[config.mk]
export PLATFORM = sky130hd
export DESIGN_NAME = gpr_file
export DESIGN_NICKNAME = d
export VERILOG_FILES = /design/src/verilog/rv_decode_pkg.sv /design/src/verilog/gpr_file.sv
export SDC_FILE = /design/constraint.sdc
export NUM_CORES = 2
export LEC_CHECK = 0
export ABC_CLOCK_PERIOD_IN_PS = 2710
export BUFFER_PORTS_ARGS = -buffer_cell sky130_fd_sc_hd__buf_2
export CAP_MARGIN = 20
export CORE_MARGIN = 10
export CORE_UTILIZATION = 28
export DETAILED_ROUTE_END_ITERATION = 7
export PLACE_DENSITY = 0.42
export SYNTH_ARGS = -nofsm -noshare
export SYNTH_HDL_FRONTEND = slang
export SYNTH_SLANG_ARGS = --single-unit
[constraint.sdc]
create_clock -name i_clk -period 2.71 [get_ports i_clk]
set_clock_uncertainty 0.15 [all_clocks]
set_input_delay 0.1355 -clock i_clk [delete_from_list [all_inputs] [get_ports i_clk]]
set_output_delay 0.1355 -clock i_clk [all_outputs]
set_load 0.05 [all_outputs]
[src/verilog/rv_decode_pkg.sv]
// RISC-V decode definitions
package rv_decode_pkg;

  localparam int XLEN     = 64;
  localparam int INST_W   = 32;
  localparam int REG_AW   = 5;
  localparam int NUM_REGS = 32;

  // major opcodes
  localparam logic [6:0] OPC_LUI       = 7'b0110111;
  localparam logic [6:0] OPC_AUIPC     = 7'b0010111;
  localparam logic [6:0] OPC_JAL       = 7'b1101111;
  localparam logic [6:0] OPC_JALR      = 7'b1100111;
  localparam logic [6:0] OPC_BRANCH    = 7'b1100011;
  localparam logic [6:0] OPC_LOAD      = 7'b0000011;
  localparam logic [6:0] OPC_STORE     = 7'b0100011;
  localparam logic [6:0] OPC_OP_IMM    = 7'b0010011;
  localparam logic [6:0] OPC_OP_IMM_32 = 7'b0011011;
  localparam logic [6:0] OPC_OP        = 7'b0110011;
  localparam logic [6:0] OPC_OP_32     = 7'b0111011;

  localparam logic [6:0] F7_BASE = 7'b0000000;
  localparam logic [6:0] F7_ALT  = 7'b0100000; // sub and arithmetic shifts

  typedef enum logic [5:0] {
    ID_LUI, ID_AUIPC, ID_JAL, ID_JALR,
    ID_BEQ, ID_BNE, ID_BLT, ID_BGE, ID_BLTU, ID_BGEU,
    ID_LB, ID_LH, ID_LW, ID_LBU, ID_LHU, ID_LWU, ID_LD,
    ID_SB, ID_SH, ID_SW, ID_SD,
    ID_ADDI, ID_SLTI, ID_SLTIU, ID_XORI, ID_ORI, ID_ANDI,
    ID_SLLI, ID_SRLI, ID_SRAI,
    ID_ADDIW, ID_SLLIW, ID_SRLIW, ID_SRAIW,
    ID_ADD, ID_SUB, ID_SLL, ID_SLT, ID_SLTU,
    ID_XOR, ID_SRL, ID_SRA, ID_OR, ID_AND,
    ID_ADDW, ID_SUBW, ID_SLLW, ID_SRLW, ID_SRAW,
    ID_INVALID
  } inst_id_t;

  typedef enum logic [2:0] {
    FMT_R, FMT_I, FMT_U, FMT_S, FMT_B, FMT_J, FMT_NONE
  } inst_fmt_t;

  typedef enum logic [4:0] {
    ALU_ADD      = 5'b00000,
    ALU_SUB      = 5'b00001,
    ALU_SLT      = 5'b00010,
    ALU_SLTU     = 5'b00011,
    ALU_XOR      = 5'b00100,
    ALU_AND      = 5'b00101,
    ALU_OR       = 5'b00110,
    ALU_SLL      = 5'b00111,
    ALU_SRL      = 5'b01000,
    ALU_SRA      = 5'b01001,
    ALU_COPY_IMM = 5'b01111,
    ALU_INVALID  = 5'b11111
  } alu_ctr_t;

  // unsigned branches share LT/GE codes
  typedef enum logic [2:0] {
    BR_NONE = 3'b000,
    BR_JAL  = 3'b001,
    BR_JALR = 3'b010,
    BR_EQ   = 3'b100,
    BR_NE   = 3'b101,
    BR_LT   = 3'b110,
    BR_GE   = 3'b111
  } branch_t;

  typedef enum logic [2:0] {
    MEM_B    = 3'b000,
    MEM_BU   = 3'b001,
    MEM_H    = 3'b010,
    MEM_HU   = 3'b011,
    MEM_W    = 3'b100,
    MEM_WU   = 3'b101,
    MEM_D    = 3'b110,
    MEM_NONE = 3'b111
  } mem_op_t;

  typedef enum logic [1:0] {
    B_RS2  = 2'b00,
    B_IMM  = 2'b01,
    B_FOUR = 2'b10  // return address pc+4
  } alu_b_src_t;

  typedef struct packed {
    logic       alu_a_pc;
    alu_b_src_t alu_b_src;
    alu_ctr_t   alu_ctr;
    branch_t    branch;
    logic       mem_re;
    logic       mem_wr;
    logic       mem_to_reg;
    mem_op_t    mem_op;
    logic       word_cut;
    logic       reg_wr;
    logic       invalid;
  } ctrl_t;

endpackage

[src/verilog/gpr_file.sv]
// General purpose register file
`timescale 1ns/100ps

module gpr_file (
  input  logic                             i_clk,
  input  logic                             i_rst_n,
  input  logic [rv_decode_pkg::REG_AW-1:0] i_raddr1,
  input  logic [rv_decode_pkg::REG_AW-1:0] i_raddr2,
  input  logic [rv_decode_pkg::REG_AW-1:0] i_waddr,
  input  logic [rv_decode_pkg::XLEN-1:0]   i_wdata,
  input  logic                             i_wen,
  output logic [rv_decode_pkg::XLEN-1:0]   o_rdata1,
  output logic [rv_decode_pkg::XLEN-1:0]   o_rdata2
);

  import rv_decode_pkg::*;

  logic [XLEN-1:0] regs [1:NUM_REGS-1]; // x0 has no storage

  always_ff @(posedge i_clk or negedge i_rst_n) begin
    if (!i_rst_n) begin
      for (int i = 1; i < NUM_REGS; i++) begin
        regs[i] <= '0;
      end
    end else if (i_wen && (i_waddr != '0)) begin
      regs[i_waddr] <= i_wdata;
    end
  end

  // no write bypass
  assign o_rdata1 = (i_raddr1 == '0) ? '0 : regs[i_raddr1];
  assign o_rdata2 = (i_raddr2 == '0) ? '0 : regs[i_raddr2];

endmodule

==> qor_table.md <==
| Quantity | Value | Unit |
| --- | --- | --- |
| Synthesis-to-layout area growth | 22.7 | % |
| Top layer reached by signal wires | met5 | - |
| Maximum number of pins on one net before global-route repair | 119 | - |
| Number of flip-flops under the largest register name | 1984 | - |
| Detailed-route wire length per cell | 32.3 | µm |
| Setup violation total in the final timing report | 128 | - |
| Instance area at placement | 121000 | µm² |
| Number of global-route vias before repair | 75300 | - |
| Number of buffers on the longest clock path | 4 | - |
| Total number of H-tree levels | 4 | - |
| Die width | 637 | µm |
| Post-synthesis cell count | 7449 | - |
| DPL Wire Length | 269000 | µm |
| Vert. Die Dim | 637 | µm |
| Overall die area | 406000 | µm² |
| Register clock-pin slew on the reported worst setup and hold paths | 60 | ps |
| Path class of the lowest-slack min-delay path | in -> reg | - |
| Worst slew pin tran | 875 | ps |
| Flip-flop cell with the highest count after synthesis | dfrtp_1 | - |
| Drt drc | 0 | - |
| Post-synth design cell area | 107000 | µm² |
| Detailed route wirelength on metal2 | 201000 | µm |
| Number of vias per cell after detailed routing | 5.44 | - |
| Fraction of layout instances using a drive strength above 1 | 55.4 | % |
| Detailed-routed wire length on met3 | 16000 | µm |
| Number of hold violations in the final report | 0 | - |
| Final Net Count | 7976 | - |
| Top achievable clock speed | 0.319 | GHz |
| Number of top-level pins | 210 | - |
| Share of async-settable or async-resettable flops after synthesis | 100 | % |
| Average cell area after synthesis | 14.3 | µm² |
| Final weighted congestion in routability-driven placement | 0.786 | - |
| Status | finished with violations | - |
| Routed vias | 71200 | - |
| Leakage | 56.3 | nW |
| Post-Place Worst Slack | -254 | ps |
| Highest ir drop seen on vdd | 536 | µV |
| Final Slew Violations | 0 | - |
| Initial Util | 28.1 | % |
| Antenna violations before repair | 36 | - |
| Mapped Nets | 7531 | - |
| Crit path time final | 3130 | ps |
| Final instance area | 131000 | µm² |
| Leading cell type in the layout, fill and taps excluded | mux2_2 | - |
| Number of enable flip-flop cells after synthesis | 0 | - |
| Critical Path Sink Type | output pin | - |
| Max transition margin | 41.7 | % |
| Total grt overflow | 0 | - |
| Share of the clock period used by the worst path after layout | 116 | % |
| Antenna-violating nets left | 0 | - |
| Endpoint arrival time on the critical path | 2850 | ps |
| Clock latency reported for the late side of the worst-skew pair | 930 | ps |
| Yosys Warn Count | 0 | - |
| Worst Path Required | 2420 | ps |
| Seq/Total Area, Yosys | 46.5 | % |
| First-pass GRT wire length | 602000 | µm |
| I/O Buffers | 209 | - |
| Largest fanout of any net on the critical path | 3 | - |
| Largest register by flop count | regs | - |
| Leading cell types in the layout, fill and taps excluded | mux2_2, dfrtp_1, mux4_2, buf_4, mux2i_1 | - |
| Core Region | 379000 | µm² |
| Element type at the critical path start | flop | - |
| Power density normalized to cell area | 724 | nW/µm² |
| Cts bufs inserted | 237 | - |
| Clk sink count | 1984 | - |
| Number of standard-cell rows in the floorplan | 226 | - |
| Number of DRC violations after detailed-routing iteration 0 | 5245 | - |
| Crit Path Class | reg -> out | - |
| Largest registers in the final layout | regs (1984) | - |
| Total iterations of the first detailed-routing run | 5 | - |
| M1 wire length | 192000 | µm |
| Clock root cell | clkbuf_16 | - |
| RSZ-0062 raised after global routing | yes | - |
| Clock tree from TritonCTS | built | - |
| Final worst setup slack | -423 | ps |
| Synth unique cells | 44 | - |
| Total negative setup slack | -24130 | ps |
| Number of register bits inferred by synthesis | 1984 | - |
| Violations in the final reports | negative setup slack | - |
| Max-capacitance violation count | 0 | - |
| Total Routed Length | 422000 | µm |
| Gr usage total | 20.2 | % |
worst max-delay path: stages (launching register included):
cell and delay, ps:
dfrtp_1 400, mux4_2 470, mux2_2 270, o211ai_1 220, buf_4 180, o21ai_4 60, buf_12 170, buf_12 150
stage by stage:
stage,total power [mW],utilization [%],hold WS [ps],cells
after global placement,61.6,31.8,98.4,12500
after global routing,99.1,34.5,263,13100
final,94.7,34.5,246,13100
after floorplan,53.7,-,-310,7449
after CTS,95.5,34.4,174,13100
after detailed placement,62.1,31.8,93.2,12500
cell usage after synthesis, drive strengths merged, types with 15 or more instances:
library cell / number / area, µm²
o32a: 18 / 180
a21oi: 121 / 606
nand3: 19 / 95.1
o211ai: 79 / 593
a31oi: 68 / 425
o21ai: 105 / 526
buf: 356 / 1920
nor2b: 121 / 757
o221ai: 15 / 131
clkbuf: 446 / 1670
a221oi: 120 / 1060
a22oi: 75 / 563
or3: 16 / 100
mux2: 2185 / 24600
nor3: 88 / 440
mux4: 748 / 16800
mux2i: 458 / 4580
nand2: 254 / 956
dfrtp: 1984 / 49600
nor2: 105 / 412
final timing paths:
kind                                   from      endpoint  slack (ps)  cells after the start
max in group asynchronous           i_rst_n    regs[1339]         740                      6
worst max-delay path              regs[888]  o_rdata2[56]        -420                      7
worst max register to register    regs[768]     regs[768]        1140                      3
worst min register to register   regs[1642]    regs[1642]         370                      1
min in group asynchronous           i_rst_n     regs[119]         400                      5
worst min-delay path            i_wdata[11]    regs[1355]         250                      3
area by class of cell:
type / count / area (µm²)
Tap cell: 5016 / 6280
Timing Repair Buffer: 1008 / 12400
Fill cell: 36500 / 248000
Sequential cell: 1984 / 49600
Clock inverter: 55 / 596
Antenna cell: 7 / 17.5
Multi-Input combinational cell: 4662 / 54900
Inverter: 1 / 8.76
Clock buffer: 362 / 7040
cell families (layout without fill, tap and decap cells):
| logic type | Yosys count | in the layout | synth area share (%) |
|---|---|---|---|
| mux | 3391 | 3391 | 43.2 |
| compound gates | 651 | 651 | 4.21 |
| buf+inv | 803 | 1426 | 3.37 |
| simple gates | 620 | 620 | 2.69 |
| other cells | 0 | 7 | 0 |
| flops | 1984 | 1984 | 46.5 |
power breakdown:
group          internal (mW)  switching, mW  total, mW
Combinational           12.9           9.85       22.8
Clock                   18.6           13.5       32.1
Sequential              35.5           4.40       39.9
routing by layer:
metal	up-vias	global-route usage (%)
li1	29400	-
met1	39400	28.1
met2	1755	33.4
met3	589	2.28
met4	8	5.44
met5	-	0
timing repair:
| action | in CTS | in global routing |
|---|---|---|
| buffers inserted | 50 | 21 |
| hold buffers | 79 | 0 |
| hold endpoints to repair | 3968 | 0 |
| resized for setup | 250 | 104 |
| pin swaps | 83 | 71 |
| endpoints found under the setup margin | 128 | 128 |
(Power assumes the default switching activity.)
