$ cat src/verilog/rv_decode_pkg.sv
// RISC-V decode definitions
package rv_decode_pkg;

  localparam int XLEN     = 64;
  localparam int INST_W   = 32;
  localparam int REG_AW   = 5;
  localparam int NUM_REGS = 32;

  // major opcodes
  localparam logic [6:0] OPC_LUI       = 7'b0110111;
  localparam logic [6:0] OPC_AUIPC     = 7'b0010111;
  localparam logic [6:0] OPC_JAL       = 7'b1101111;
  localparam logic [6:0] OPC_JALR      = 7'b1100111;
  localparam logic [6:0] OPC_BRANCH    = 7'b1100011;
  localparam logic [6:0] OPC_LOAD      = 7'b0000011;
  localparam logic [6:0] OPC_STORE     = 7'b0100011;
  localparam logic [6:0] OPC_OP_IMM    = 7'b0010011;
  localparam logic [6:0] OPC_OP_IMM_32 = 7'b0011011;
  localparam logic [6:0] OPC_OP        = 7'b0110011;
  localparam logic [6:0] OPC_OP_32     = 7'b0111011;

  localparam logic [6:0] F7_BASE = 7'b0000000;
  localparam logic [6:0] F7_ALT  = 7'b0100000; // sub and arithmetic shifts

  typedef enum logic [5:0] {
    ID_LUI, ID_AUIPC, ID_JAL, ID_JALR,
    ID_BEQ, ID_BNE, ID_BLT, ID_BGE, ID_BLTU, ID_BGEU,
    ID_LB, ID_LH, ID_LW, ID_LBU, ID_LHU, ID_LWU, ID_LD,
    ID_SB, ID_SH, ID_SW, ID_SD,
    ID_ADDI, ID_SLTI, ID_SLTIU, ID_XORI, ID_ORI, ID_ANDI,
    ID_SLLI, ID_SRLI, ID_SRAI,
    ID_ADDIW, ID_SLLIW, ID_SRLIW, ID_SRAIW,
    ID_ADD, ID_SUB, ID_SLL, ID_SLT, ID_SLTU,
    ID_XOR, ID_SRL, ID_SRA, ID_OR, ID_AND,
    ID_ADDW, ID_SUBW, ID_SLLW, ID_SRLW, ID_SRAW,
    ID_INVALID
  } inst_id_t;

  typedef enum logic [2:0] {
    FMT_R, FMT_I, FMT_U, FMT_S, FMT_B, FMT_J, FMT_NONE
  } inst_fmt_t;

  typedef enum logic [4:0] {
    ALU_ADD      = 5'b00000,
    ALU_SUB      = 5'b00001,
    ALU_SLT      = 5'b00010,
    ALU_SLTU     = 5'b00011,
    ALU_XOR      = 5'b00100,
    ALU_AND      = 5'b00101,
    ALU_OR       = 5'b00110,
    ALU_SLL      = 5'b00111,
    ALU_SRL      = 5'b01000,
    ALU_SRA      = 5'b01001,
    ALU_COPY_IMM = 5'b01111,
    ALU_INVALID  = 5'b11111
  } alu_ctr_t;

  // unsigned branches share LT/GE codes
  typedef enum logic [2:0] {
    BR_NONE = 3'b000,
    BR_JAL  = 3'b001,
    BR_JALR = 3'b010,
    BR_EQ   = 3'b100,
    BR_NE   = 3'b101,
    BR_LT   = 3'b110,
    BR_GE   = 3'b111
  } branch_t;

  typedef enum logic [2:0] {
    MEM_B    = 3'b000,
    MEM_BU   = 3'b001,
    MEM_H    = 3'b010,
    MEM_HU   = 3'b011,
    MEM_W    = 3'b100,
    MEM_WU   = 3'b101,
    MEM_D    = 3'b110,
    MEM_NONE = 3'b111
  } mem_op_t;

  typedef enum logic [1:0] {
    B_RS2  = 2'b00,
    B_IMM  = 2'b01,
    B_FOUR = 2'b10  // return address pc+4
  } alu_b_src_t;

  typedef struct packed {
    logic       alu_a_pc;
    alu_b_src_t alu_b_src;
    alu_ctr_t   alu_ctr;
    branch_t    branch;
    logic       mem_re;
    logic       mem_wr;
    logic       mem_to_reg;
    mem_op_t    mem_op;
    logic       word_cut;
    logic       reg_wr;
    logic       invalid;
  } ctrl_t;

endpackage

$ cat src/verilog/imm_gen.sv
// Immediate generator
`timescale 1ns/100ps

module imm_gen (
  input  logic [rv_decode_pkg::INST_W-1:0] i_inst,
  input  rv_decode_pkg::inst_fmt_t         i_fmt,
  output logic [rv_decode_pkg::XLEN-1:0]   o_imm
);

  import rv_decode_pkg::*;

  logic [XLEN-1:0] imm_i;
  logic [XLEN-1:0] imm_u;
  logic [XLEN-1:0] imm_s;
  logic [XLEN-1:0] imm_b;
  logic [XLEN-1:0] imm_j;

  assign imm_i = {{(XLEN-12){i_inst[31]}}, i_inst[31:20]};
  assign imm_u = {{(XLEN-32){i_inst[31]}}, i_inst[31:12], 12'b0};
  assign imm_s = {{(XLEN-12){i_inst[31]}}, i_inst[31:25], i_inst[11:7]};
  assign imm_b = {{(XLEN-12){i_inst[31]}}, i_inst[7], i_inst[30:25], i_inst[11:8], 1'b0};
  assign imm_j = {{(XLEN-20){i_inst[31]}}, i_inst[19:12], i_inst[20], i_inst[30:21], 1'b0};

  always_comb begin
    case (i_fmt)
      FMT_I:   o_imm = imm_i;
      FMT_U:   o_imm = imm_u;
      FMT_S:   o_imm = imm_s;
      FMT_B:   o_imm = imm_b;
      FMT_J:   o_imm = imm_j;
      default: o_imm = '0; // R and none carry no immediate
    endcase
  end

endmodule

$ cat config.mk
export PLATFORM = sky130hd
export DESIGN_NAME = imm_gen
export DESIGN_NICKNAME = d
export VERILOG_FILES = /design/src/verilog/rv_decode_pkg.sv /design/src/verilog/imm_gen.sv
export SDC_FILE = /design/constraint.sdc
export NUM_CORES = 1
export LEC_CHECK = 0
export BUFFER_PORTS_ARGS = -buffer_cell sky130_fd_sc_hd__buf_4
export CORE_MARGIN = 3
export CORE_UTILIZATION = 30
export DETAILED_ROUTE_END_ITERATION = 7
export PLACE_DENSITY = 0.7
export SLEW_MARGIN = 20
export SYNTH_ARGS = -nofsm -noshare
export SYNTH_HDL_FRONTEND = slang
export SYNTH_SLANG_ARGS = --single-unit
$ cat constraint.sdc
create_clock -name vclk -period 2.3
set_input_delay 0.115 -clock vclk [all_inputs]
set_output_delay 0.115 -clock vclk [all_outputs]
set_load 0.05 [all_outputs]
==> qor.yml, run 1 <==
outcome:
  status: "finished, final reports clean"
floorplan:
  io_pins: 99
  die_w_um: 64.4
  start_util_pct: 32.5
  core_um2: 3150
  fp-row-count: 20
  dieArea_um2: 4150
  die_h_um: 64.4
place:
  portBuffers: 92
  dp_hpwl_mm: 2.44
  placedInstanceArea_um2: 1440
  dp_cells: 213
  routabilityCongestion: 0.813
synthesis:
  synth_top_area_cell: "buf_4"
  synth_top_area_share_pct: 27.9
  syn_area_um2: 1020
  synth.top_cells.by_area: "buf_4 (28%), o221ai_2 (12%), mux2i_1 (9.8%)"
  synth_cell_types: 21
  seq_area_frac_synth_pct: 0
  synth_commonest_cells: "buf_4 (38), inv_1 (11), mux2i_1 (10), nand2b_1 (10), o311ai_1 (9)"
  post_synth.cell_area_avg_um2: 8.53
  syn_inst: 120
  yosys_warnings: 0
  synth.most_common_cell: "buf_4"
  synth_nets: 155
routing:
  via_per_inst: 5.04
  drtIter0Drc: 27
  drcViolationCount: 0
  wl_mm: 3.10
  wl_per_cell_um: 14.5
  firstDrtPassIters: 4
  ant_nets: 0
  dr_total_vias: 1074
min_path:
  hold_end: "o_imm[3]"
  hold_path.class: "in -> out"
  min_path_cells: 3
  min_from: "i_inst[10]"
power:
  powerDensity_nw_per_um2: 432
  vdd_drop_max_mv: 0.213
  p_leak_nw: 0.747
worst_setup_path:
  critPathCaptureType: "primary output"
  start_kind: "input port"
  cp_data_required_time_ns: 2.18
  arrival_ns: 1.55
  worstSetupPathType: "in -> out"
  critical_path.max_fanout: 31
layout:
  nFlopsAndLatches: 0
  area_growth_pct: 40.8
  drive_gt1_share_pct: 67.5
  regArea_um2: 0
  final_area_um2: 1440
  nClkBuffers: 0
  fin_cells: 213
  fin_nets: 206
  antenna_cells: 0
  nFillCells: 334
global_route:
  grt_max_degree: 34
  grtUsageMet2_pct: 27.4
  met3_usage_pct: 2.95
  antenna_found_initial: 0
  busiest_layer: "met2"
  gr-total-overflow: 0
  grt_pass1_vias: 1003
  grt_use_met1_pct: 14.3
  grt_use_total_pct: 13.4
  grt_first_pass_wirelength_mm: 4.68
timing:
  period_minus_slack_ns: 1.66
  relSlewSlack_pct: 62.9
  min_period_over_period_pct: 72.4
  max_slew.worst_pin.slew_ns: 0.555
  grt_setup_unrepaired: "no"
  drv_slew: 0
  final-hold-violation-count: 0
  finalSetupViolations: 0
  max_freq_mhz: 601
  whs_ns: 0.624
  fin_setup_tns_ns: 0
cts:
  cts_hold_buffers: 0
  ctsResizeCount: 0
  cts_setup_buffers: 0
job:
  drv_cap: 0
## critical path, stage by stage
cell      delay [ns]
buf_4           0.21
nand3b_1        0.48
buf_4           0.35
o311ai_1        0.11
buf_4           0.26
## layout make-up
type | instances | area, um^2 | share of cell area [%]
Multi-Input combinational cell | 63 | 632 | 43.8
Tap cell | 44 | 55.1 | 3.82
Timing Repair Buffer | 95 | 713 | 49.5
Inverter | 11 | 41.3 | 2.86
## per-stage QoR
| step | power, mW | util (%) | setup WS [ns] |
|---|---|---|---|
| 2_1_floorplan | 0.502 | - | 0.207 |
| 3_3_place_gp | 0.616 | 45.7 | 0.662 |
| 3_5_place_dp | 0.625 | 45.7 | 0.648 |
| 4_1_cts | 0.626 | 45.7 | 0.640 |
| 5_1_grt | 0.647 | 45.7 | 0.525 |
| 6_report | 0.622 | 45.7 | 0.635 |
## metal layers
layer  vias up  share of wire (%)
met5         -                  0
met4         0               0.90
met3         4                 10
met2        54                 53
met1       512                 35
li1        504                  -
## power by group
part | internal [mW] | leakage [nW] | switching, mW
combinational | 0.188 | 0.747 | 0.434
sequential | 0 | 0 | 0
clock | 0 | 0 | 0
## how the worst max path moves through the flow
stage	from	to	slack (ns)	cells after the start
final	i_fmt[2]	o_imm[26]	0.64	5
after global routing	i_fmt[2]	o_imm[26]	0.52	5
after CTS	i_fmt[2]	o_imm[26]	0.64	5
after detailed placement	i_fmt[2]	o_imm[26]	0.65	5
after global placement	i_fmt[2]	o_imm[20]	0.66	5
after floorplan	i_fmt[1]	o_imm[32]	0.21	5
## logic make-up (layout without fill, tap and decap cells)
family,after synthesis,in the layout,share of synthesized area [%]
mux,10,10,9.78
buf+inv,57,106,38.9
compound gates,24,24,28.0
simple gates,29,29,23.3
## layout by cell type, fill, tap and decap left out
master,count
nor3_1,1
o221ai_2,8
mux2i_1,10
nor3b_4,1
nor2b_1,1
o21ai_1,1
nor3b_1,1
o311ai_2,1
nor2_4,1
nor3b_2,1
buf_4,95
o311ai_4,1
o311ai_1,9
and4b_1,4
a221o_1,4
nand3b_1,2
and2_1,1
nor3_2,6
inv_1,11
nand2b_1,10
(Power assumes the default switching activity.)
==> run 2, diff against run 1 <==
clock period = 1.6 ns   (was 2.3 ns; I/O delays follow)
==> qor.yml, run 2 (synthesis results as in run 1) <==
outcome:
  status: "finished, final reports clean"
layout:
  nClkBuffers: 0  # unchanged
  area_growth_pct: 50.4
  nFlopsAndLatches: 0  # unchanged
  fin_util_pct: 48.8  # +3.1 points
  fin_cells: 216  # +1.4%
  nFillCells: 318  # -4.8%
  antenna_cells: 0  # unchanged
  fin_nets: 209  # +1.5%
  drive_gt1_share_pct: 73.3  # +5.8 points
  multi_input_area_um2: 694  # +9.9%
  final_area_um2: 1540  # +6.8%
  most-common-layout-cells: "buf_4 (97), inv_1 (11), nand2b_1 (10), mux2i_1 (10), o311ai_2 (9)"
  final_common_cell: "buf_4"
  regArea_um2: 0  # unchanged
timing:
  period_minus_slack_ns: 1.34
  relSlewSlack_pct: 66.1  # +3.2 points
  max_freq_mhz: 748
  max_slew.worst_pin.slew_ns: 0.508  # -0.0464 ns
  grt_setup_unrepaired: "no"
  min_period_over_period_pct: 83.6
  postLayoutSetupSlackWorst_ns: 0.263  # -0.373 ns
  whs_ns: 0.552  # -0.0724 ns
  fin_setup_tns_ns: 0  # unchanged
  final-hold-violation-count: 0  # unchanged
  drv_slew: 0  # unchanged
  finalSetupViolations: 0  # unchanged
global_route:
  gr-total-overflow: 0  # unchanged
  grt_max_degree: 34  # unchanged
  grt_use_total_pct: 12.1  # -1.3 points
  grt_first_pass_wirelength_mm: 4.28  # -8.4%
  grt_pass1_vias: 869  # -13%
  antenna_found_initial: 0  # unchanged
floorplan:
  fp-row-count: 20  # unchanged
  core_um2: 3150  # unchanged
  die_w_um: 64.4  # unchanged
  die_h_um: 64.4  # unchanged
  dieArea_um2: 4150  # unchanged
  io_pins: 99  # unchanged
  start_util_pct: 32.5  # unchanged
job:
  drv_cap: 0  # unchanged
place:
  placedInstanceArea_um2: 1540  # +6.8%
  pre_cts_ws_ns: 0.267  # -0.381 ns
  dp_cells: 216  # +1.4%
  dp_hpwl_mm: 2.40  # -1.7%
  portBuffers: 92  # unchanged
  routabilityCongestion: 0.668  # -18%
worst_setup_path:
  critical_path.max_fanout: 31  # unchanged
  worstSetupPathType: "in -> out"
  critPathCaptureType: "primary output"
  arrival_ns: 1.26  # -0.29 ns
  cp_data_required_time_ns: 1.52  # -0.66 ns
  crit_slowest_cell: "nand2b_1"
  cp_common_cell: "buf_4"
  cpPeakStageDelay_ns: 0.36  # -0.12 ns
  start_kind: "input port"
  cp_cell_sequence: "buf_4 > nand2b_1 > o221ai_2 > buf_4"
routing:
  drcViolationCount: 0  # unchanged
  wl_mm: 2.96  # -4.5%
  firstDrtPassIters: 4  # unchanged
  wl_per_cell_um: 13.7  # -5.8%
  dr_total_vias: 1037  # -3.4%
  via_per_inst: 4.80  # -4.8%
  drtIter0Drc: 27  # unchanged
  ant_nets: 0  # unchanged
power:
  vdd_drop_max_mv: 0.220  # +3.3%
  power_mw: 0.919  # +48%
  powerDensity_nw_per_um2: 597  # +38%
  p_leak_nw: 0.781  # +4.5%
cts:
  ctsResizeCount: 0  # unchanged
  cts_hold_buffers: 0  # unchanged
  cts_setup_buffers: 0  # unchanged
min_path:
  min_from: "i_inst[8]"
  min_path_cells: 3  # unchanged
  hold_end: "o_imm[1]"
  hold_path.class: "in -> out"
-- run 2: report_power, final --
group	internal, mW	total, mW	switching (mW)	leakage (nW)
clock	0	0	0	0
sequential	0	0	0	0
combinational	0.290	0.919	0.629	0.781
total	0.290	0.919	0.629	0.781
-- run 2: critical path, delay by kind of cell --
family | cells | cell delay (ns)
AND/OR/NAND/NOR | 1 | 0.36
AO/OA/AOI/OAI | 1 | 0.25
buffers and inverters | 2 | 0.55
-- run 2: area by class of cell --
type	instances	area share, %
timing repair buffer	98	48.6
multi-input combinational	63	45.1
tap	44	3.58
inverter	11	2.68
-- run 2: routing by layer --
metal | global-route usage, % | up-vias | part of all wire (%)
met1 | 14.8 | 464 | 41
met2 | 21.6 | 62 | 46
met4 | 0 | 0 | 0
li1 | - | 511 | -
met5 | 0 | - | 0
met3 | 4.16 | 0 | 14
-- run 2: worst max path at each step --
| stage | startpoint | end | slack (ns) | depth (start not counted) |
|---|---|---|---|---|
| floorplan | i_fmt[1] | o_imm[32] | -0.38 | 5 |
| global placement | i_fmt[2] | o_imm[14] | 0.30 | 4 |
| detailed placement | i_fmt[2] | o_imm[14] | 0.27 | 4 |
| CTS | i_fmt[2] | o_imm[14] | 0.26 | 4 |
| global route | i_fmt[2] | o_imm[14] | 0.17 | 4 |
| finish | i_fmt[2] | o_imm[14] | 0.26 | 4 |
