$ cat src/verilog/rv_decode_pkg.sv
// RISC-V decode definitions
package rv_decode_pkg;

  localparam int XLEN     = 64;
  localparam int INST_W   = 32;
  localparam int REG_AW   = 5;
  localparam int NUM_REGS = 32;

  // major opcodes
  localparam logic [6:0] OPC_LUI       = 7'b0110111;
  localparam logic [6:0] OPC_AUIPC     = 7'b0010111;
  localparam logic [6:0] OPC_JAL       = 7'b1101111;
  localparam logic [6:0] OPC_JALR      = 7'b1100111;
  localparam logic [6:0] OPC_BRANCH    = 7'b1100011;
  localparam logic [6:0] OPC_LOAD      = 7'b0000011;
  localparam logic [6:0] OPC_STORE     = 7'b0100011;
  localparam logic [6:0] OPC_OP_IMM    = 7'b0010011;
  localparam logic [6:0] OPC_OP_IMM_32 = 7'b0011011;
  localparam logic [6:0] OPC_OP        = 7'b0110011;
  localparam logic [6:0] OPC_OP_32     = 7'b0111011;

  localparam logic [6:0] F7_BASE = 7'b0000000;
  localparam logic [6:0] F7_ALT  = 7'b0100000; // sub and arithmetic shifts

  typedef enum logic [5:0] {
    ID_LUI, ID_AUIPC, ID_JAL, ID_JALR,
    ID_BEQ, ID_BNE, ID_BLT, ID_BGE, ID_BLTU, ID_BGEU,
    ID_LB, ID_LH, ID_LW, ID_LBU, ID_LHU, ID_LWU, ID_LD,
    ID_SB, ID_SH, ID_SW, ID_SD,
    ID_ADDI, ID_SLTI, ID_SLTIU, ID_XORI, ID_ORI, ID_ANDI,
    ID_SLLI, ID_SRLI, ID_SRAI,
    ID_ADDIW, ID_SLLIW, ID_SRLIW, ID_SRAIW,
    ID_ADD, ID_SUB, ID_SLL, ID_SLT, ID_SLTU,
    ID_XOR, ID_SRL, ID_SRA, ID_OR, ID_AND,
    ID_ADDW, ID_SUBW, ID_SLLW, ID_SRLW, ID_SRAW,
    ID_INVALID
  } inst_id_t;

  typedef enum logic [2:0] {
    FMT_R, FMT_I, FMT_U, FMT_S, FMT_B, FMT_J, FMT_NONE
  } inst_fmt_t;

  typedef enum logic [4:0] {
    ALU_ADD      = 5'b00000,
    ALU_SUB      = 5'b00001,
    ALU_SLT      = 5'b00010,
    ALU_SLTU     = 5'b00011,
    ALU_XOR      = 5'b00100,
    ALU_AND      = 5'b00101,
    ALU_OR       = 5'b00110,
    ALU_SLL      = 5'b00111,
    ALU_SRL      = 5'b01000,
    ALU_SRA      = 5'b01001,
    ALU_COPY_IMM = 5'b01111,
    ALU_INVALID  = 5'b11111
  } alu_ctr_t;

  // unsigned branches share LT/GE codes
  typedef enum logic [2:0] {
    BR_NONE = 3'b000,
    BR_JAL  = 3'b001,
    BR_JALR = 3'b010,
    BR_EQ   = 3'b100,
    BR_NE   = 3'b101,
    BR_LT   = 3'b110,
    BR_GE   = 3'b111
  } branch_t;

  typedef enum logic [2:0] {
    MEM_B    = 3'b000,
    MEM_BU   = 3'b001,
    MEM_H    = 3'b010,
    MEM_HU   = 3'b011,
    MEM_W    = 3'b100,
    MEM_WU   = 3'b101,
    MEM_D    = 3'b110,
    MEM_NONE = 3'b111
  } mem_op_t;

  typedef enum logic [1:0] {
    B_RS2  = 2'b00,
    B_IMM  = 2'b01,
    B_FOUR = 2'b10  // return address pc+4
  } alu_b_src_t;

  typedef struct packed {
    logic       alu_a_pc;
    alu_b_src_t alu_b_src;
    alu_ctr_t   alu_ctr;
    branch_t    branch;
    logic       mem_re;
    logic       mem_wr;
    logic       mem_to_reg;
    mem_op_t    mem_op;
    logic       word_cut;
    logic       reg_wr;
    logic       invalid;
  } ctrl_t;

endpackage

$ cat src/verilog/ctrl_gen.sv
// Execute control generator
`timescale 1ns/100ps

module ctrl_gen (
  input  rv_decode_pkg::inst_id_t          i_id,
  input  logic [rv_decode_pkg::INST_W-1:0] i_inst,
  output rv_decode_pkg::inst_fmt_t         o_fmt,
  output rv_decode_pkg::ctrl_t             o_ctrl
);

  import rv_decode_pkg::*;

  alu_ctr_t alu_ctr;
  branch_t  branch;
  mem_op_t  mem_op;

  always_comb begin
    case (i_id)
      ID_ADD, ID_SUB, ID_SLL, ID_SLT, ID_SLTU, ID_XOR, ID_SRL, ID_SRA, ID_OR, ID_AND,
      ID_ADDW, ID_SUBW, ID_SLLW, ID_SRLW, ID_SRAW: o_fmt = FMT_R;
      ID_JALR, ID_LB, ID_LH, ID_LW, ID_LBU, ID_LHU, ID_LWU, ID_LD,
      ID_ADDI, ID_SLTI, ID_SLTIU, ID_XORI, ID_ORI, ID_ANDI, ID_SLLI, ID_SRLI, ID_SRAI,
      ID_ADDIW, ID_SLLIW, ID_SRLIW, ID_SRAIW: o_fmt = FMT_I;
      ID_LUI, ID_AUIPC:                       o_fmt = FMT_U;
      ID_SB, ID_SH, ID_SW, ID_SD:             o_fmt = FMT_S;
      ID_BEQ, ID_BNE, ID_BLT, ID_BGE, ID_BLTU, ID_BGEU: o_fmt = FMT_B;
      ID_JAL:                                 o_fmt = FMT_J;
      default:                                o_fmt = FMT_NONE;
    endcase
  end

  always_comb begin
    case (i_id)
      ID_LUI: alu_ctr = ALU_COPY_IMM;
      ID_AUIPC, ID_JAL, ID_JALR, ID_LB, ID_LH, ID_LW, ID_LBU, ID_LHU, ID_LWU, ID_LD,
      ID_SB, ID_SH, ID_SW, ID_SD, ID_ADDI, ID_ADDIW, ID_ADD, ID_ADDW: alu_ctr = ALU_ADD;
      ID_SUB, ID_SUBW:                                 alu_ctr = ALU_SUB;
      ID_BEQ, ID_BNE, ID_BLT, ID_BGE, ID_SLTI, ID_SLT: alu_ctr = ALU_SLT;
      ID_BLTU, ID_BGEU, ID_SLTIU, ID_SLTU:             alu_ctr = ALU_SLTU;
      ID_XORI, ID_XOR:                                 alu_ctr = ALU_XOR;
      ID_ANDI, ID_AND:                                 alu_ctr = ALU_AND;
      ID_ORI, ID_OR:                                   alu_ctr = ALU_OR;
      ID_SLLI, ID_SLLIW, ID_SLL, ID_SLLW:              alu_ctr = ALU_SLL;
      ID_SRLI, ID_SRLIW, ID_SRL, ID_SRLW:              alu_ctr = ALU_SRL;
      ID_SRAI, ID_SRAIW, ID_SRA, ID_SRAW:              alu_ctr = ALU_SRA;
      default:                                         alu_ctr = ALU_INVALID;
    endcase
  end

  always_comb begin
    case (i_id)
      ID_JAL:           branch = BR_JAL;
      ID_JALR:          branch = BR_JALR;
      ID_BEQ:           branch = BR_EQ;
      ID_BNE:           branch = BR_NE;
      ID_BLT, ID_BLTU:  branch = BR_LT; // signedness from alu_ctr
      ID_BGE, ID_BGEU:  branch = BR_GE;
      default:          branch = BR_NONE;
    endcase
  end

  always_comb begin
    case (i_id)
      ID_LB, ID_SB: mem_op = MEM_B;
      ID_LBU:       mem_op = MEM_BU;
      ID_LH, ID_SH: mem_op = MEM_H;
      ID_LHU:       mem_op = MEM_HU;
      ID_LW, ID_SW: mem_op = MEM_W;
      ID_LWU:       mem_op = MEM_WU;
      ID_LD, ID_SD: mem_op = MEM_D;
      default:      mem_op = MEM_NONE;
    endcase
  end

  always_comb begin
    o_ctrl.alu_a_pc   = i_id inside {ID_JAL, ID_JALR, ID_AUIPC};
    if (i_id inside {ID_JAL, ID_JALR}) begin
      o_ctrl.alu_b_src = B_FOUR;
    end else if (o_fmt inside {FMT_I, FMT_U, FMT_S, FMT_B}) begin
      o_ctrl.alu_b_src = B_IMM;
    end else begin
      o_ctrl.alu_b_src = B_RS2;
    end
    o_ctrl.alu_ctr    = alu_ctr;
    o_ctrl.branch     = branch;
    o_ctrl.mem_re     = (o_fmt == FMT_I) && (mem_op != MEM_NONE); // loads only
    o_ctrl.mem_wr     = (o_fmt == FMT_S);
    o_ctrl.mem_to_reg = (o_fmt == FMT_I) && (mem_op != MEM_NONE);
    o_ctrl.mem_op     = mem_op;
    o_ctrl.word_cut   = i_id inside {ID_ADDIW, ID_SLLIW, ID_SRLIW, ID_SRAIW,
                                     ID_ADDW, ID_SUBW, ID_SLLW, ID_SRLW, ID_SRAW};
    o_ctrl.reg_wr     = o_fmt inside {FMT_R, FMT_I, FMT_U, FMT_J};
    // all-zero word is a bubble, not an illegal op
    o_ctrl.invalid    = (i_id == ID_INVALID) && (i_inst != '0);
  end

endmodule

$ cat config.mk
export PLATFORM = sky130hd
export DESIGN_NAME = ctrl_gen
export DESIGN_NICKNAME = d
export VERILOG_FILES = /design/src/verilog/rv_decode_pkg.sv /design/src/verilog/ctrl_gen.sv
export SDC_FILE = /design/constraint.sdc
export NUM_CORES = 1
export LEC_CHECK = 0
export ABC_AREA = 1
export BUFFER_PORTS_ARGS = -buffer_cell sky130_fd_sc_hd__buf_2
export CAP_MARGIN = 10
export CORE_MARGIN = 3
export CORE_UTILIZATION = 48
export DETAILED_ROUTE_END_ITERATION = 16
export GPL_ROUTABILITY_DRIVEN = 0
export GPL_TIMING_DRIVEN = 1
export PLACE_DENSITY = 0.91
export SLEW_MARGIN = 20
export SYNTH_ARGS = -nofsm -noshare
export SYNTH_HDL_FRONTEND = slang
export SYNTH_SLANG_ARGS = --single-unit
$ cat constraint.sdc
create_clock -name vclk -period 3.1
set_input_delay 0.155 -clock vclk [all_inputs]
set_output_delay 0.155 -clock vclk [all_outputs]
set_load 0.02 [all_outputs]
==> results of run 1 <==
kinds of logic (layout without fill, tap and decap cells):
kind of cell,after synthesis,count (layout),synth area share
buf+inv,27,83,0.146
fa+ha+maj,9,9,0.127
compound gates,27,27,0.209
simple gates,96,96,0.518
stage by stage:
stage / util / area [sq um] / setup slack (ps) / total power [W] / hold slack (ps)
after global placement: 0.728 / 1170 / 1310 / 0.000170 / 774
final: 0.728 / 1170 / 1210 / 0.000176 / 791
after CTS: 0.728 / 1170 / 1220 / 0.000174 / 792
after detailed placement: 0.728 / 1170 / 1230 / 0.000174 / 788
after floorplan: - / 885 / 1370 / 0.000117 / 517
after global routing: 0.728 / 1170 / 1100 / 0.000194 / 823
cell type report:
| cell class | count | area [sq um] |
|---|---|---|
| Inverter | 22 | 82.6 |
| Timing Repair Buffer | 61 | 305 |
| Fill cell | 157 | 438 |
| Multi-Input combinational cell | 132 | 756 |
| Tap cell | 24 | 30.0 |
critical path, stage by stage:
cell      delay, ps
buf_2           180
inv_1           120
ha_1            220
inv_1            90
ha_1            220
nand3b_1        150
nand2_1          70
nand2_1         100
nand2_2          90
nor2_2           40
o21bai_1        140
buf_2           150
placed cells by master, fill, tap and decap left out, types with 3 or more instances in the layout:
cell and instances:
ha_1 9, nand2_1 27, nand3_1 6, nor3_1 3, buf_2 61, nor2_2 4, o21ai_0 4, a21oi_1 5
nor2_1 35, o21ai_1 6, inv_1 15, nor2_4 3, nand4_1 5, inv_2 7, nand2_2 10
worst min path at each step:
stage	start	end	slack [ps]	depth (start not counted)
after floorplan	i_id[2]	o_ctrl[19]	520	3
after global placement	i_inst[28]	o_ctrl[0]	770	6
after detailed placement	i_inst[28]	o_ctrl[0]	790	6
after CTS	i_inst[28]	o_ctrl[0]	790	6
after global routing	i_inst[28]	o_ctrl[0]	820	6
final	i_inst[20]	o_ctrl[0]	790	6
layer usage:
layer  vias up  share of wire  routed length [um]  GRT usage
met5         -              0                   0          0
met4         0         0.0062                  18     0.0142
met3         6           0.11                 318     0.0275
met2        86           0.51                1500      0.459
met1       554           0.37                1090      0.310
li1        632              -                   -          -
power by group through the flow:
stage	Combinational, W	Sequential (W)	Clock [W]
after floorplan	0.000117	0	0
after global placement	0.000170	0	0
after detailed placement	0.000174	0	0
after CTS	0.000174	0	0
after global routing	0.000194	0	0
final	0.000176	0	0
==> reports/results.ini, run 1 <==
[run_status]
outcome=completed

[synthesis]
netlist_area_sq_um=885
yosysTopAreaCellShare=0.149
yosys_warnings=0
yosys.cell_count.top_type=nor2_1
syn_avg_cell_area_sq_um=5.56
syn_inst=159
ys_seq_area_frac=0
yosysUniqueCellTypes=28
syn-num-nets=206
yosys.area.top_type=nor2_1
netlist_top_cells_count=nor2_1, nand2_1, inv_1
synthTopCellsByArea=nor2_1, ha_1, nand2_1

[die]
dieArea_sq_um=2390
start_util=0.549
core_area_sq_um=1610
die_h_um=48.9
die_x_um=48.9
rows=14
io_pins=61

[run]
drv_cap=0

[grt]
grt_usage=0.245
grt_max_degree=15
grt_pass1_wl_um=4970
antenna_found_initial=0
overflow=0
grt_pass1_vias=1144

[pwr]
irDropWorstVdd_mv=0.0913
leakage_nw=0.677
p_switching_w=0.000113
pwr-share-clk=0
power_density_nw_per_um2=150
swShare=0.641
p_int_w=0.0000633
seq_power_share=0
comb_power_share=1.000

[timing]
drv_slew=0
hold_viol=0
fin_setup_tns_ps=0
fin_crit_sh=0.611
worstMarginPinSlew_ps=334
setup_violations=0
fin_crit_ps=1890
fmax_mhz=528
rsz0062_at_grt=false
slew-limit-headroom=0.777

[cts]
post_cts_resized=0
cts_setup_buffers=0
cts_hold_buf=0

[cells_and_area]
final_cell_count_no_fill=239
syn_to_final_growth_pct=32.7
antenna_cells=0
nFlopsAndLatches=0
drive_gt1_frac=0.423
nets=264
nClkBuffers=0
seqCellArea_sq_um=0

[setup_path]
crit_end=o_ctrl[1]
cp-start-kind=input pin
path_class=input pin to output port
end_kind=output port
crit_arrival_ps=1740
cp_max_fo=9
required_ps=2940
startpoint=i_id[1]

[placed_design]
hpwl_um=2480
numPortBuffers=61
placed_cells=239

[route]
num_vias=1278
wl_um=2920
wl_per_cell_um=12.2
drc=0
drt_pass1_iterations=5
vias_per_cell=5.35
ant_nets=0
dr.first_iter.drc_count=71

[worst_hold_path]
worstHoldPathType=input pin to output port

No activity file was read; power rests on OpenSTA's default activity.
==> run 2, diff against run 1 <==
- CORE_ASPECT_RATIO: not set -> 1.5
- CORE_UTILIZATION: 48 -> 44
- PLACE_DENSITY: 0.91 -> 0.85
- clock period: 3.1 -> 1.9 ns (I/O delays scaled with it)
==> run 2 against run 1 <==
  * Via count decreased by 0.47%
  * Worst setup slack got worse by 1100 ps
  * First-iteration DRC count shrank 37%
  * Non-clock buffer count grew 1
  * Count of clock-buffer cells in the layout unchanged
  * Combinational power grew 64%
  * Sequential share of layout area unchanged
  * Die area increased by 8.4%
  * Worst hold slack worse by 120 ps
==> reports/results.ini, run 2 (synthesis results as in run 1) <==
[cells_and_area]
mostFrequentLayoutCell=buf_2
nets=265
nClkBuffers=0
syn_to_final_growth_pct=33.1
seqCellArea_sq_um=0
nFlopsAndLatches=0
drive_gt1_frac=0.426
final_cell_count_no_fill=237
final_cell_mix=buf_2, nor2_1, nand2_1
final_util=0.627
antenna_cells=0

[timing]
rsz0062_at_grt=false
fin_crit_ps=1740
fin_setup_tns_ps=0
slew-limit-headroom=0.772
hold_viol=0
drv_slew=0
fmax_mhz=574
worstMarginPinSlew_ps=340
setup_violations=0
fin_crit_sh=0.917

[cts]
cts_hold_buf=0
cts_setup_buffers=0
post_cts_resized=0

[grt]
overflow=0
grt_pass1_vias=1153
grt_max_degree=14
antenna_found_initial=0
grt_pass1_wl_um=4760
grt_usage=0.225

[run_status]
outcome=completed

[run]
drv_cap=0

[setup_path]
cp_max_fo=9
cp-start-kind=input pin
end_kind=output port
required_ps=1800
crit_arrival_ps=1650
path_class=input pin to output port

[pwr]
power_density_nw_per_um2=245
leakage_nw=0.682
irDropWorstVdd_mv=0.157

[worst_hold_path]
worstHoldPathType=input pin to output port

[route]
dr.first_iter.drc_count=45
num_vias=1272
drc=0
wl_um=2950
wl_per_cell_um=12.4
ant_nets=0
vias_per_cell=5.37
drt_pass1_iterations=4

[die]
start_util=0.471
rows=19
dieArea_sq_um=2600
die_h_um=60.9
core_area_sq_um=1880
io_pins=61
die_x_um=42.6

[placed_design]
hpwl_um=2470
numPortBuffers=61
placed_cells=237

## run 2: changes by cell type in the layout (fill, tap and decap cells not counted), sizes merged
| cell | delta |
|---|---|
| buf | +1 |
## run 2: worst max-delay path: stages
cell,delay [ps]
buf_2,190
inv_1,120
ha_1,210
inv_1,80
ha_1,220
nand3b_1,150
nand2_1,60
nand2_1,100
nand2_2,90
nor2_2,40
o21bai_1,140
buf_2,160
## run 2: power by group
group	internal, W	total (W)	leakage, nW	switching, W
registers	0	0	0	0
logic	0.000105	0.000289	0.682	0.000184
clock network	0	0	0	0
## run 2: path summary, 6_finish.rpt
kind	startpoint	endpoint	slack (ps)	depth (start not counted)
min	i_inst[20]	o_ctrl[0]	670	6
max	i_id[1]	o_ctrl[1]	160	12
## run 2: layer usage
| metal | wire (um) | vias to the layer above | track usage |
|---|---|---|---|
| met5 | 0 | - | 0 |
| li1 | - | 636 | - |
| met1 | 1100 | 539 | 0.258 |
| met4 | 75 | 0 | 0.0844 |
| met3 | 300 | 12 | 0.0208 |
| met2 | 1470 | 85 | 0.429 |
## run 2: cell type report
type / instances / area [sq um]
Tap cell: 21 / 26.3
Fill cell: 213 / 701
Inverter: 22 / 82.6
Timing Repair Buffer: 62 / 313
Multi-Input combinational cell: 132 / 756
## run 2: through the flow
stage | area [sq um] | worst slack (ps) | power [W] | hold slack, ps
after floorplan | 885 | 287 | 0.000190 | 397
after global placement | 1180 | 231 | 0.000283 | 662
after detailed placement | 1180 | 186 | 0.000286 | 675
after CTS | 1180 | 180 | 0.000287 | 675
after global routing | 1180 | 18.2 | 0.000317 | 745
final | 1180 | 157 | 0.000289 | 672
